===== src/hdl/sd_cmd_pkg.sv =====
/*
  Shared definitions for the SD command channel
  Command, response and length widths
  CRC7 size and feedback taps
  Controller state encoding
*/

package sd_cmd_pkg;

  // Command word as held by the host, MSB goes out first
  localparam int CMD_W = 40;

  // Capture register, wide enough for an R2 response
  localparam int RSP_W = 136;

  // Host length ports
  localparam int LEN_W = 8;

  // CRC7 over the CMD line
  localparam int CRC_W = 7;

  // x^7 + x^3 + 1, the x^7 term is implied by the shift
  localparam logic [CRC_W-1:0] CRC7_POLY = 7'h09;

  // Bit counters in the serializer and the receiver
  localparam int CNT_W = 8;

  // Controller phases
  typedef enum logic [1:0] {
    ST_IDLE,
    ST_SEND,
    ST_RECV,
    ST_DONE
  } cmd_state_t;

endpackage


===== src/hdl/sd_cmd_if.sv =====
/*
  Links between the command controller and its workers
  cmd_tx_if: controller to command serializer
  rsp_rx_if: controller to response receiver
*/
`timescale 1ns/1ps

interface cmd_tx_if;
  import sd_cmd_pkg::*;

  logic             start;
  logic             abort;
  logic [CMD_W-1:0] cmd;
  logic [LEN_W-1:0] cmd_len;
  logic             done;

  // Start only while the serializer is idle, one done per start
  modport ctrl (
    output start, abort, cmd, cmd_len,
    input  done
  );

  modport worker (
    input  start, abort, cmd, cmd_len,
    output done
  );
endinterface

interface rsp_rx_if;
  import sd_cmd_pkg::*;

  logic             start;
  logic             abort;
  logic [LEN_W-1:0] rsp_len;
  logic             done;
  logic [RSP_W-1:0] rsp;
  logic             crc_err;

  // rsp and crc_err are valid in the done cycle
  modport ctrl (
    output start, abort, rsp_len,
    input  done, rsp, crc_err
  );

  modport worker (
    input  start, abort, rsp_len,
    output done, rsp, crc_err
  );
endinterface


===== src/hdl/sd_crc_7.sv =====
/*
  Bit-serial CRC7 for the SD CMD line
  Clear and enable together start a new CRC with the current bit
*/
`timescale 1ns/1ps

module sd_crc_7 (
  input  logic                         i_sd_clk,
  input  logic                         i_clear,
  input  logic                         i_en,
  input  logic                         i_bit,
  output logic [sd_cmd_pkg::CRC_W-1:0] o_crc
);
  import sd_cmd_pkg::*;

  logic [CRC_W-1:0] base;
  logic             fb;

  // Start value for this step
  always_comb begin
    base = i_clear ? '0 : o_crc;
    fb   = i_bit ^ base[CRC_W-1];
  end

  always_ff @(posedge i_sd_clk) begin
    if (i_en) begin
      o_crc <= {base[CRC_W-2:0], 1'b0} ^ ({CRC_W{fb}} & CRC7_POLY);
    end else if (i_clear) begin
      o_crc <= '0;
    end
  end

endmodule


===== src/hdl/sd_cmd_tx.sv =====
/*
  Command serializer for the SD CMD line
  Shifts out the leading command bits MSB first,
  then their CRC7 and one end bit
*/
`timescale 1ns/1ps

module sd_cmd_tx (
  input  logic     i_sd_clk,
  input  logic     rst,
  cmd_tx_if.worker tx,
  output logic     o_sd_cmd
);
  import sd_cmd_pkg::*;

  localparam int CRC_IW = $clog2(CRC_W);

  typedef enum logic [1:0] {TX_IDLE, TX_CMD, TX_CRC, TX_END} tx_state_t;

  tx_state_t        state;
  logic [CNT_W-1:0] cnt;
  logic [CMD_W-1:0] shreg;
  logic [CRC_W-1:0] crc;
  logic             load;
  logic             crc_en;
  logic             crc_bit;

  assign load = (state == TX_IDLE) && tx.start;

  // CRC follows each command bit as it goes out
  assign crc_en  = (load && (tx.cmd_len != '0)) || ((state == TX_CMD) && (cnt != CNT_W'(1)));
  assign crc_bit = load ? tx.cmd[CMD_W-1] : shreg[CMD_W-1];

  sd_crc_7 u_crc (
    .i_sd_clk (i_sd_clk),
    .i_clear  (load),
    .i_en     (crc_en),
    .i_bit    (crc_bit),
    .o_crc    (crc)
  );

  always_ff @(posedge i_sd_clk) begin
    if (load) begin
      shreg <= {tx.cmd[CMD_W-2:0], 1'b0};
    end else if (state == TX_CMD) begin
      shreg <= {shreg[CMD_W-2:0], 1'b0};
    end
  end

  always_ff @(posedge i_sd_clk) begin
    tx.done <= 1'b0;
    if (rst) begin
      state    <= TX_IDLE;
      cnt      <= '0;
      o_sd_cmd <= 1'b1;
    end else if (tx.abort) begin
      state    <= TX_IDLE;
      o_sd_cmd <= 1'b1;
    end else begin
      case (state)
        TX_IDLE: begin
          o_sd_cmd <= 1'b1;
          if (tx.start) begin
            if (tx.cmd_len != '0) begin
              o_sd_cmd <= tx.cmd[CMD_W-1];
              cnt      <= tx.cmd_len;
              state    <= TX_CMD;
            end else begin
              // Empty command, CRC of nothing is zero
              o_sd_cmd <= 1'b0;
              cnt      <= CNT_W'(CRC_W - 2);
              state    <= TX_CRC;
            end
          end
        end
        TX_CMD: begin
          if (cnt == CNT_W'(1)) begin
            o_sd_cmd <= crc[CRC_W-1];
            cnt      <= CNT_W'(CRC_W - 2);
            state    <= TX_CRC;
          end else begin
            o_sd_cmd <= shreg[CMD_W-1];
            cnt      <= cnt - 1'b1;
          end
        end
        TX_CRC: begin
          // CRC register is frozen here, index it directly
          o_sd_cmd <= crc[cnt[CRC_IW-1:0]];
          if (cnt == '0) begin
            state <= TX_END;
          end else begin
            cnt <= cnt - 1'b1;
          end
        end
        default: begin
          o_sd_cmd <= 1'b1;
          tx.done  <= 1'b1;
          state    <= TX_IDLE;
        end
      endcase
    end
  end

  // Controller must wait for done before the next start
  a_start_idle: assert property (@(posedge i_sd_clk) disable iff (rst)
    tx.start |-> (state == TX_IDLE));

endmodule


===== src/hdl/sd_rsp_rx.sv =====
/*
  Response receiver for the SD CMD line
  Hunts for the start bit, captures the response and the card CRC7
  Compares the card CRC7 against its own
*/
`timescale 1ns/1ps

module sd_rsp_rx (
  input  logic     i_sd_clk,
  input  logic     rst,
  rsp_rx_if.worker rx,
  input  logic     i_sd_cmd
);
  import sd_cmd_pkg::*;

  typedef enum logic [1:0] {RX_IDLE, RX_HUNT, RX_DATA, RX_CRC} rx_state_t;

  rx_state_t        state;
  logic [CNT_W-1:0] cnt;
  logic [CRC_W-1:0] crc;
  logic [CRC_W-1:0] card_crc;
  logic [CRC_W-1:0] card_crc_next;
  logic             crc_clear;
  logic             crc_en;

  // Own CRC covers the start bit and the response bits
  assign crc_clear = (state == RX_HUNT);
  assign crc_en    = ((state == RX_HUNT) && !i_sd_cmd) || (state == RX_DATA);

  // Last card CRC bit is compared as it arrives
  assign card_crc_next = {card_crc[CRC_W-2:0], i_sd_cmd};

  sd_crc_7 u_crc (
    .i_sd_clk (i_sd_clk),
    .i_clear  (crc_clear),
    .i_en     (crc_en),
    .i_bit    (i_sd_cmd),
    .o_crc    (crc)
  );

  // Capture registers
  always_ff @(posedge i_sd_clk) begin
    if ((state == RX_IDLE) && rx.start) begin
      rx.rsp <= '0;
    end else if (state == RX_DATA) begin
      rx.rsp <= {rx.rsp[RSP_W-2:0], i_sd_cmd};
    end
    if (state == RX_CRC) begin
      card_crc <= card_crc_next;
    end
  end

  always_ff @(posedge i_sd_clk) begin
    rx.done <= 1'b0;
    if (rst) begin
      state      <= RX_IDLE;
      cnt        <= '0;
      rx.crc_err <= 1'b0;
    end else if (rx.abort) begin
      state <= RX_IDLE;
    end else begin
      case (state)
        RX_IDLE: begin
          if (rx.start) begin
            rx.crc_err <= 1'b0;
            state      <= RX_HUNT;
          end
        end
        RX_HUNT: begin
          // Card may take any number of cycles to answer
          if (!i_sd_cmd) begin
            if (rx.rsp_len != '0) begin
              cnt   <= rx.rsp_len;
              state <= RX_DATA;
            end else begin
              cnt   <= CNT_W'(CRC_W);
              state <= RX_CRC;
            end
          end
        end
        RX_DATA: begin
          if (cnt == CNT_W'(1)) begin
            cnt   <= CNT_W'(CRC_W);
            state <= RX_CRC;
          end else begin
            cnt <= cnt - 1'b1;
          end
        end
        default: begin
          if (cnt == CNT_W'(1)) begin
            rx.done    <= 1'b1;
            rx.crc_err <= (card_crc_next != crc);
            state      <= RX_IDLE;
          end else begin
            cnt <= cnt - 1'b1;
          end
        end
      endcase
    end
  end

  // One done per start, never a second one without a new start
  a_done_once: assert property (@(posedge i_sd_clk) disable iff (rst)
    rx.done |=> (!rx.done until_with rx.start));

endmodule


===== src/hdl/sd_cmd_ctrl.sv =====
/*
  Command channel controller
  Latches the host request, runs the send and receive phases
  Owns the CMD line direction, the result outputs and abort
*/
`timescale 1ns/1ps

module sd_cmd_ctrl (
  input  logic                         i_sd_clk,
  input  logic                         rst,
  input  logic                         i_cmd_en,
  input  logic [sd_cmd_pkg::CMD_W-1:0] i_cmd,
  input  logic [sd_cmd_pkg::LEN_W-1:0] i_cmd_len,
  input  logic [sd_cmd_pkg::LEN_W-1:0] i_rsp_len,
  cmd_tx_if.ctrl                       tx,
  rsp_rx_if.ctrl                       rx,
  output logic                         o_sd_cmd_dir,
  output logic                         o_rsp_finished_en,
  output logic                         o_crc_err,
  output logic [sd_cmd_pkg::RSP_W-1:0] o_rsp
);
  import sd_cmd_pkg::*;

  cmd_state_t state;
  logic       accept;

  assign accept = (state == ST_IDLE) && i_cmd_en;

  // Request is held for the whole transfer
  always_ff @(posedge i_sd_clk) begin
    if (accept) begin
      tx.cmd     <= i_cmd;
      tx.cmd_len <= i_cmd_len;
      rx.rsp_len <= i_rsp_len;
    end
  end

  always_ff @(posedge i_sd_clk) begin
    tx.start <= 1'b0;
    rx.start <= 1'b0;
    tx.abort <= 1'b0;
    rx.abort <= 1'b0;
    if (rst) begin
      state             <= ST_IDLE;
      o_sd_cmd_dir      <= 1'b1;
      o_rsp_finished_en <= 1'b0;
      o_crc_err         <= 1'b0;
      o_rsp             <= '0;
    end else if (!i_cmd_en && (state != ST_IDLE)) begin
      // Enable dropped, pull both workers back and release nothing
      state             <= ST_IDLE;
      tx.abort          <= 1'b1;
      rx.abort          <= 1'b1;
      o_sd_cmd_dir      <= 1'b1;
      o_rsp_finished_en <= 1'b0;
    end else begin
      case (state)
        ST_IDLE: begin
          if (i_cmd_en) begin
            tx.start  <= 1'b1;
            o_rsp     <= '0;
            o_crc_err <= 1'b0;
            state     <= ST_SEND;
          end
        end
        ST_SEND: begin
          // Hand the line to the card right after the end bit
          if (tx.done) begin
            o_sd_cmd_dir <= 1'b0;
            rx.start     <= 1'b1;
            state        <= ST_RECV;
          end
        end
        ST_RECV: begin
          if (rx.done) begin
            o_rsp             <= rx.rsp;
            o_crc_err         <= rx.crc_err;
            o_rsp_finished_en <= 1'b1;
            o_sd_cmd_dir      <= 1'b1;
            state             <= ST_DONE;
          end
        end
        default: begin
          // Hold results until the host drops the enable
        end
      endcase
    end
  end

  a_dir_recv: assert property (@(posedge i_sd_clk) disable iff (rst)
    (state == ST_RECV) |-> !o_sd_cmd_dir);

endmodule


===== src/hdl/sd_cmd_phy.sv =====
/*
  SD host command channel, SD mode
  Controller, command serializer and response receiver
  Plain host and CMD line ports
*/
`timescale 1ns/1ps

module sd_cmd_phy (
  input  logic                         i_sd_clk,
  input  logic                         rst,

  // Host request and result
  input  logic                         i_cmd_en,
  input  logic [sd_cmd_pkg::CMD_W-1:0] i_cmd,
  input  logic [sd_cmd_pkg::LEN_W-1:0] i_cmd_len,
  input  logic [sd_cmd_pkg::LEN_W-1:0] i_rsp_len,
  output logic [sd_cmd_pkg::RSP_W-1:0] o_rsp,
  output logic                         o_rsp_finished_en,
  output logic                         o_crc_err,

  // CMD line, o_sd_cmd_dir high means the host drives
  input  logic                         i_sd_cmd,
  output logic                         o_sd_cmd,
  output logic                         o_sd_cmd_dir
);

  cmd_tx_if tx_if ();
  rsp_rx_if rx_if ();

  sd_cmd_ctrl u_ctrl (
    .i_sd_clk          (i_sd_clk),
    .rst               (rst),
    .i_cmd_en          (i_cmd_en),
    .i_cmd             (i_cmd),
    .i_cmd_len         (i_cmd_len),
    .i_rsp_len         (i_rsp_len),
    .tx                (tx_if),
    .rx                (rx_if),
    .o_sd_cmd_dir      (o_sd_cmd_dir),
    .o_rsp_finished_en (o_rsp_finished_en),
    .o_crc_err         (o_crc_err),
    .o_rsp             (o_rsp)
  );

  sd_cmd_tx u_tx (
    .i_sd_clk (i_sd_clk),
    .rst      (rst),
    .tx       (tx_if),
    .o_sd_cmd (o_sd_cmd)
  );

  sd_rsp_rx u_rx (
    .i_sd_clk (i_sd_clk),
    .rst      (rst),
    .rx       (rx_if),
    .i_sd_cmd (i_sd_cmd)
  );

endmodule


===== config.mk =====
export PLATFORM = sky130hd
export DESIGN_NAME = sd_cmd_phy
export DESIGN_NICKNAME = d
export VERILOG_FILES = /design/src/hdl/sd_cmd_pkg.sv /design/src/hdl/sd_cmd_if.sv /design/src/hdl/sd_crc_7.sv /design/src/hdl/sd_cmd_tx.sv /design/src/hdl/sd_rsp_rx.sv /design/src/hdl/sd_cmd_ctrl.sv /design/src/hdl/sd_cmd_phy.sv
export SDC_FILE = /design/constraint.sdc
export NUM_CORES = 1
export LEC_CHECK = 0
export BUFFER_PORTS_ARGS = -buffer_cell sky130_fd_sc_hd__buf_2
export CORE_ASPECT_RATIO = 0.6
export CORE_MARGIN = 2
export CORE_UTILIZATION = 25
export CTS_BUF_LIST = sky130_fd_sc_hd__clkbuf_4
export CTS_CLUSTER_DIAMETER = 150
export CTS_CLUSTER_SIZE = 30
export DETAILED_ROUTE_END_ITERATION = 10
export HOLD_SLACK_MARGIN = 0.12
export MAX_ROUTING_LAYER = met4
export SLEW_MARGIN = 20
export SYNTH_ARGS = -nofsm -noshare
export SYNTH_HDL_FRONTEND = slang
export SYNTH_SLANG_ARGS = --single-unit

===== constraint.sdc =====
create_clock -name i_sd_clk -period 4.5 [get_ports i_sd_clk]
set_input_delay 0 -clock i_sd_clk [delete_from_list [all_inputs] [get_ports i_sd_clk]]
set_output_delay 0 -clock i_sd_clk [all_outputs]
set_load 0.005 [all_outputs]

Word-level counts from Yosys, hierarchy flattened. Index checks and enable logic that the tools add are counted.

Flip-flop bits (word level): 419. Logic and storage cells: 155. Output and inout bits: 140. Bits of input ports: 60.

Muxes and demuxes: 55. Reductions and logical operators: 41. Magnitude comparators: 1. Equality and inequality tests: 22. Add/subtract/negate cells: 2. Bitwise logic cells: 10.

Operators by type and width (count): $mux W136 (2); $pmux W136 S2 (1); $mux W40 (2); $mux W8 (8); $pmux W8 S3 (2); $mux W7 (4); $reduce_and A4 Y1 (6); $mux W2 (11); $pmux W2 S3 (3); $mux W1 (17); $eq A8 B1 Y1 const B (2); $reduce_bool A8 Y1 (2); $sub A8 B1 Y8 const B (2); $ne A2 B2 Y1 const B (7); $xor A7 B4 Y7 (2); $reduce_bool A2 Y1 (5); $reduce_bool A3 Y1 (3); $reduce_or A3 Y1 (3); $eq A2 B2 Y1 const B (4); $logic_not A8 Y1 (1); $ne A8 B1 Y1 const B (1); $logic_and A1 B1 Y1 (7); $ne A7 B7 Y1 (1); $eq A2 B1 Y1 const B (3); other kinds (15) (32).

Logic depth before layout (Yosys ltp). Gate-level depths: netlist of run 1.

Depth after elaboration: 6. Mapped depth: 8. Mapped depth without buffers: 7.

Modules after synthesis. A second synthesis of run 1 with hierarchy kept.

Cell total of the unflattened synthesis: 1577. Area total of the unflattened synthesis: 16564.6 µm².

Modules (own cells, without submodules): sd_cmd_ctrl (cells each 737, times used 1, area an instance 7445.9 µm², seq. area each 4564.4 µm²); sd_rsp_rx (cells each 570, times used 1, area an instance 5878.1 µm², seq. area each 3143.0 µm²); sd_cmd_tx (cells each 208, times used 1, area an instance 2647.5 µm², seq. area each 1411.4 µm²); sd_crc_7 (cells each 31, times used 2, area an instance 296.5 µm², seq. area each 140.1 µm²).

Worst setup path before layout of run 1. Ideal clock, no wire load.

Kind: register to register. Start: register u_ctrl.state[0]. End: register u_ctrl.rx.rsp_len[0], enable pin. Data required time: 4090 ps. Slack: 2327 ps. Setup time: 410 ps. Arrival time: 1763 ps. Path buffers: 0. Stages on the path, launching flop included: 5. Clock period less this slack: 2173 ps. Cell sequence: dfxtp_1 -> inv_1 -> ha_1 -> nand2_1 -> inv_1.

Cells in the longest elaborated chain, start to end: 2.

RTL lines: start: declaration (RTL line sd_cmd_ctrl.sv:24) `cmd_state_t state;`; start signal: assignment (RTL line sd_cmd_ctrl.sv:44) `state <= ST_IDLE;`; start signal: assignment (RTL line sd_cmd_ctrl.sv:51) `state <= ST_IDLE;`; start signal: assignment (RTL line sd_cmd_ctrl.sv:63) `state <= ST_SEND;`; $logic_not A2 Y1 (RTL line sd_cmd_ctrl.sv:27) `assign accept = (state == ST_IDLE) && i_cmd_en;`; $logic_and A1 B1 Y1 (RTL line sd_cmd_ctrl.sv:27); named net u_ctrl.accept (RTL line sd_cmd_ctrl.sv:25) `logic accept;`; end signal: assignment (RTL line sd_cmd_ctrl.sv:34) `rx.rsp_len <= i_rsp_len;`; end: declaration (RTL line sd_cmd_if.sv:41) `output start, abort, rsp_len,`.

The timed path passes the listed nets, and every way through them passes these cells. A chain may end at the register's enable or synchronous reset.

Final worst setup path of run 1.
Start: register u_ctrl.state[0]. End: register u_ctrl.o_rsp[116] (netlist bit).

Cells in the longest elaborated chain, start to end: 4. Elaborated cells between the ends (all ways): 10. Those cells by class: 3 x eq/ne; 1 x mux; 1 x bitwise; 5 x reduce/logical.

RTL lines: parallel branches: the longest is 4 deep, another holds $reduce_and A4 Y1; end signal: assignment (RTL line sd_cmd_ctrl.sv:76) `o_rsp <= rx.rsp;`; end: declaration (RTL line sd_cmd_ctrl.sv:20) `output logic [sd_cmd_pkg::RSP_W-1:0] o_rsp`.

Parallel ways; which one is timed is not known.

==> flow_summary.yaml, run 1 <==
outcome:
  outcome: "completed"
synthesis:
  syn_inst: 1466
  yosysUniqueCellTypes: 61
  yosysSeqAreaShare_pct: 60.5
  syn_nets: 1543
  yosysTopAreaCell: "dfxtp_1"
  synth-seq-cells: 419
  ys.flop_type: "dfxtp_1"
  synth_top_area_share_pct: 41.0
  syn_area_um2: 15500
  ys_top_cells_by_count: "dfxtp_1 (318), nor2_1 (312), mux2i_1 (152), a22oi_1 (139), nand2_1 (136)"
  synth_most_common_cell: "dfxtp_1"
  synthArstFlopShare_pct: 0
  synthTopCellsByArea: "dfxtp_1 (41%), edfxtp_1 (20%), mux2i_1 (9.8%), nor2_1 (7.5%), a22oi_1 (6.7%)"
  synth_edf_count: 101
  ys_warn_count: 0
  syn_avg_cell_area_um2: 10.6
clock_tree:
  clock_sinks: 419
  htreeDepth: 1
  clkTransAtPathRegs_ns: 0.30
  clk-insertion-delay-late_ns: 0.81
  clockBufferDepth: 3
  cts_buffers: 17
  cts_tree: "built"
  clockRootBuffer: "clkbuf_4"
floorplanning:
  num_rows: 70
  dieArea_um2: 64300
  core_um2: 61200
  die_width_um: 326
  io_pins: 200
  initial_core_util_pct: 25.4
  die_h_um: 197
route:
  drtIter0Drc: 1091
  dr.pass1.iters: 6
  via_per_inst: 4.54
  vias: 11600
  totalWireLength_mm: 37.8
  drc: 0
  drtAntennaViolNets: 0
  post_drt_wl_per_cell_um: 14.8
pwr:
  max-vdd-ir-drop_mv: 0.250
  power_leakage_nw: 7.25
  power_density_nw_per_um2: 412
timing:
  setup-violations-final: 0
  hold_viol_final: 0
  maxSlewHeadroom_pct: 31.1
  rsz0062_at_grt: "false"
  worst_slew_pin_slew_ns: 1.03
  fmax_mhz: 374
  fin_crit_ns: 2.68
  maxSlewViolCount: 0
  fin_setup_tns_ns: 0
  fin_crit_sh_pct: 59.5
  clock_skew_ns: 0.0676
placement:
  io_buffer_count: 199
  hpwl_mm: 23.5
  globalplace.congestion: 0.850
setup_path:
  critPathMaxStageDelay_ns: 0.72
  crit_fanout: 80
  cp-end-kind: "register"
  critical_path_class: "register to register"
  critical-path-slowest-cell: "nand2_4"
  required_ns: 5.20
  path_cells: "inv_1 -> ha_1 -> mux2_2 -> nand2_4 -> buf_4 -> a22oi_1 -> nor2_1"
  cp-start-kind: "register"
  worstPathArrival_ns: 3.38
grt:
  grt_pass1_vias: 11000
  grt_pass1_wl_mm: 60.5
  grtUsageTotal_pct: 11.6
  overflow: 0
  grt_max_degree: 102
  grt_antenna_before_repair: 1
final_layout:
  finish.utilization_pct: 30.5
  drive_above_1_share_pct: 14.8
  nets: 1793
  seq_area_um2: 9400
  final.fill_count: 6257
  area_delta_synth_final_pct: 20.3
  multi_input_area_um2: 5700
flow_run:
  cap_violations: 0
worst_hold_path:
  holdCritPathClass: "input port to register"
## metrics by stage
stage / total power (W) / std cells / cell area [µm²] / hold slack [ns] / setup WS [ns]
finish: 0.00770 / 2549 / 18700 / 0.249 / 1.82
global route: 0.00815 / 2549 / 18700 / 0.154 / 1.59
CTS: 0.00777 / 2547 / 18700 / 0.131 / 1.82
detailed placement: 0.00634 / 2406 / 17300 / 0.178 / 1.92
global placement: 0.00628 / 2406 / 17300 / 0.177 / 1.99
floorplan: 0.00588 / 1466 / 15500 / 0.0768 / 2.33
## registers in the layout, indices dropped and copies added, names as in the netlist, 6 cells and up
name	count
u_rx.cnt	8
u_ctrl.o_rsp	136
u_ctrl.rx.rsp_len	8
u_tx.cnt	8
u_ctrl.tx.cmd_len	8
u_tx.shreg	39
u_ctrl.tx.cmd	40
u_rx.card_crc	6
u_tx.u_crc.o_crc	7
u_rx.u_crc.o_crc	7
u_rx.rx.rsp	136
## area by class of cell
type / instances / share of cell area, %
tap: 828 / 5.54
multi-input combinational: 929 / 30.5
clock inverter: 2 / 0.114
sequential: 419 / 50.3
inverter: 21 / 0.435
timing repair buffer: 328 / 12.3
clock buffer: 21 / 0.843
antenna: 1 / 0.0134
## report_power, final
group | switching [W] | internal, W | total, W
clock | 0.00106 | 0.000243 | 0.00131
sequential | 0.000233 | 0.00441 | 0.00464
combinational | 0.00114 | 0.000615 | 0.00175
total | 0.00243 | 0.00527 | 0.00770
## cell families after synthesis
logic type | after synthesis | synth area share [%]
simple gates | 512 | 13.5
flops | 419 | 60.5
compound gates | 233 | 10.9
mux | 155 | 10.1
buf+inv | 118 | 3.04
fa+ha+maj | 17 | 1.37
xor+xnor | 12 | 0.676
## path summary, 6_finish.rpt
kind	depth (start not counted)	start	endpoint	slack, ns
hold reg to reg	2	u_tx.tx.done	u_ctrl.rx.start	0.48
setup / recovery	7	u_ctrl.state[0]	u_ctrl.o_rsp[116]	1.82
setup reg to reg	7	u_ctrl.state[0]	u_ctrl.o_rsp[116]	1.82
hold / removal	4	i_sd_cmd	u_rx.u_crc.o_crc[0]	0.25
## layer usage
layer	track usage [%]	vias to the layer above	wire, µm
li1	-	5603	-
met5	-	-	0
met2	18.1	259	17100
met1	16.1	5653	18400
met4	2.32	0	678
met3	1.84	47	1630
## what timing repair did
| item | 4_1_cts | 5_1_grt |
|---|---|---|
| hold buffers | 118 | 0 |
| resized for setup | 0 | 0 |
| endpoints found under the hold margin | 239 | 0 |
| setup buffers | 0 | 0 |
## critical path: cells and delay by family, from the launching register on
kind,cells,cell delay (ns)
muxes,1,0.38
and+or+nand+nor,2,0.82
AOI/OAI and AO/OA,1,0.14
DFF,1,0.39
adders and majority gates,1,0.26
buffers and inverters,2,0.57
## layout by cell type (no fill, tap or decap), types with 2 or more instances in the layout
cell           Yosys  final
dfxtp_1          318    318
nor2_1           312    312
buf_2             15    198
mux2i_1          152    152
a22oi_1          139    139
nand2_1          136    135
dlygate4sd3_1      0    118
edfxtp_1         101    101
a21oi_1           29     29
clkbuf_4           0     21
inv_1             21     20
o21ai_0           20     20
ha_1              17     16
xnor2_1           11     11
nor3_1            11     11
buf_4              1     10
nor4_1             9      9
nand3_1            6      6
a211oi_1           6      6
nor2b_1            6      6
o32ai_1            6      6
nand2b_1           5      5
a31oi_1            5      5
and3_1             6      5
o21bai_1           3      3
or3_1              3      3
a32oi_1            3      3
a22o_1             2      2
o21ai_2            2      2
or2_2              2      2
mux2_2             2      2
a41o_1             2      2
nand4_1            2      2
nand3b_1           2      2
a311o_1            2      2
or4b_2             2      2
a221oi_1           2      2
(Power assumes the default switching activity.)
==> run 2: changes to the inputs <==
- clock period: 4.5 -> 2.2 ns (I/O delays scaled with it)
==> run 2 against run 1 <==
- critical path depth is the same
- register-to-register slack lost 1.8 ns
- global-route usage increased by 0.60 points
- largest power group unchanged
- sequential cell count unchanged
- clock power increased by 130%
==> flow_summary.yaml, run 2 (same netlist as run 1, synthesis figures left out) <==
timing:
  clock_skew_ns: 0.100
  setup-violations-final: 0
  fin_ws_ns: 0.0685
  fin_crit_sh_pct: 96.9
  maxSlewHeadroom_pct: 44.6
  fin_setup_tns_ns: 0
  maxSlewViolCount: 0
  fmax_mhz: 469
  fin_crit_ns: 2.13
  worst_slew_pin_slew_ns: 0.828
  hold_viol_final: 0
flow_run:
  cap_violations: 0
grt:
  grt_max_degree: 61
  grtUsageTotal_pct: 12.3
  overflow: 0
  grt_pass1_vias: 11100
  grt_pass1_wl_mm: 62.6
  grt_antenna_before_repair: 4
setup_path:
  cp_top_family: "compound AO/OA/AOI/OAI gates"
  reg2reg_to: "u_tx.cnt[4]"
  cp-start-kind: "register"
  r2r-start: "u_tx.state[1]"
  critical_path_class: "register to register"
  reg2reg_depth: 7
  worstPathArrival_ns: 2.92
  crit_fanout: 8
  required_ns: 2.99
  critical-path-slowest-cell: "dfxtp_1"
  critPathMaxStageDelay_ns: 0.47
  r2r_setup_slack_ns: 0.07
  cp-end-kind: "register"
  crit_buf_inv: 1
  path_cells: "inv_1 -> ha_1 -> nor2b_1 -> or3_1 -> a41o_1 -> a2111o_1 -> a21oi_1"
route:
  via_per_inst: 4.47
  vias: 11600
  drtAntennaViolNets: 0
  post_drt_wl_per_cell_um: 15.1
  drc: 0
  dr.pass1.iters: 5
  totalWireLength_mm: 39.2
  drtIter0Drc: 965
worst_hold_path:
  hold-path-endpoint: "u_rx.u_crc.o_crc[0]"
  holdCritPathClass: "input port to register"
  min_from: "i_sd_cmd"
  hold_path_depth: 4
placement:
  placed_cell_area_um2: 17700
  hpwl_mm: 25.1
  pre_cts_slack_ns: 0.0689
  globalplace.congestion: 0.829
  io_buffer_count: 199
pwr:
  p_int_w: 0.0112
  power_density_nw_per_um2: 853
  combPwrFrac_pct: 23.9
  pwr-share-seq_pct: 57.8
  clockPowerShare_pct: 18.3
  power_leakage_nw: 7.50
  max-vdd-ir-drop_mv: 0.499
  p_switching_w: 0.00519
  finalPower_w: 0.0164
  switching_share_pct: 31.7
floorplanning:
  num_rows: 70
  die_h_um: 197
  dieArea_um2: 64300
  initial_core_util_pct: 25.4
  io_pins: 200
  core_um2: 61200
  die_width_um: 326
clock_tree:
  clock_sinks: 419
  clockRootBuffer: "clkbuf_4"
  clk-insertion-delay-late_ns: 0.86
  clockBufferDepth: 3
  cts_tree: "built"
  htreeDepth: 1
  clkTransAtPathRegs_ns: 0.32
  cts_buffers: 18
final_layout:
  area_delta_synth_final_pct: 23.6
  nets: 1829
  final_cell_mix: "dfxtp_1 (313), nor2_1 (312), buf_2 (198)"
  drive_above_1_share_pct: 16.7
  largestRegisters: "u_ctrl.o_rsp x136, u_rx.rx.rsp x136, u_ctrl.tx.cmd x40"
  layout_commonest_cell: "dfxtp_1"
  final.fill_count: 6186
  design_area_um2: 19200
  finish.utilization_pct: 31.4
outcome:
  outcome: "completed"
run 2: through the flow:
step | cells | hold WS, ns
floorplan | 1466 | 0.0768
global placement | 2433 | 0.178
detailed placement | 2433 | 0.178
CTS | 2579 | 0.120
global route | 2589 | 0.116
finish | 2589 | 0.216
run 2: how the worst max path moves through the flow:
stage | start | end | cells past startpoint | slack [ns]
after floorplan | u_ctrl.state[0] | u_ctrl.rx.rsp_len[0] | 4 | 0.03
after global placement | u_rx.state[0] | u_rx.cnt[4] | 7 | 0.04
after detailed placement | u_tx.cnt[1] | u_tx.u_crc.o_crc[0] | 8 | 0.07
after CTS | u_tx.cnt[1] | u_tx.u_crc.o_crc[0] | 8 | 0.01
after global routing | u_tx.cnt[1] | u_tx.u_crc.o_crc[0] | 8 | -0.009
final | u_tx.state[1] | u_tx.cnt[4] | 7 | 0.07
run 2: layer usage:
| metal | GRT usage (%) | wire, µm | vias to the layer above |
|---|---|---|---|
| met2 | 18.1 | 16900 | 255 |
| met3 | 1.84 | 1790 | 37 |
| met4 | 2.51 | 660 | 0 |
| li1 | - | - | 5681 |
| met1 | 17.7 | 19800 | 5596 |
| met5 | - | 0 | - |
run 2: what timing repair did:
action	CTS	global route
endpoints found under the setup margin	0	21
gates resized for setup	0	11
hold endpoints to repair	284	0
setup buffers	0	7
hold buffers	120	0
run 2: power groups by stage:
stage	logic (W)	clock network (W)	registers, W
2_1_floorplan	0.00254	0	0.00948
3_3_place_gp	0.00360	0	0.00961
3_5_place_dp	0.00365	0	0.00962
4_1_cts	0.00384	0.00319	0.00947
5_1_grt	0.00438	0.00344	0.00959
6_report	0.00392	0.00299	0.00948
run 2: area by class of cell:
class	instances	area [µm²]	area share [%]
clock inverters	3	71.3	0.371
well taps	828	1040	5.39
flip-flops and latches	419	9410	49.0
multi-input cells	929	5720	29.8
inverters	21	78.8	0.410
repair buffers	363	2720	14.1
diodes	3	7.51	0.0391
clock buffers	23	173	0.899
run 2: worst min-delay path, stage by stage:
cell	delay, ns
dlygate4sd3_1	0.55
buf_2	0.22
xnor2_1	0.14
a22o_1	0.11
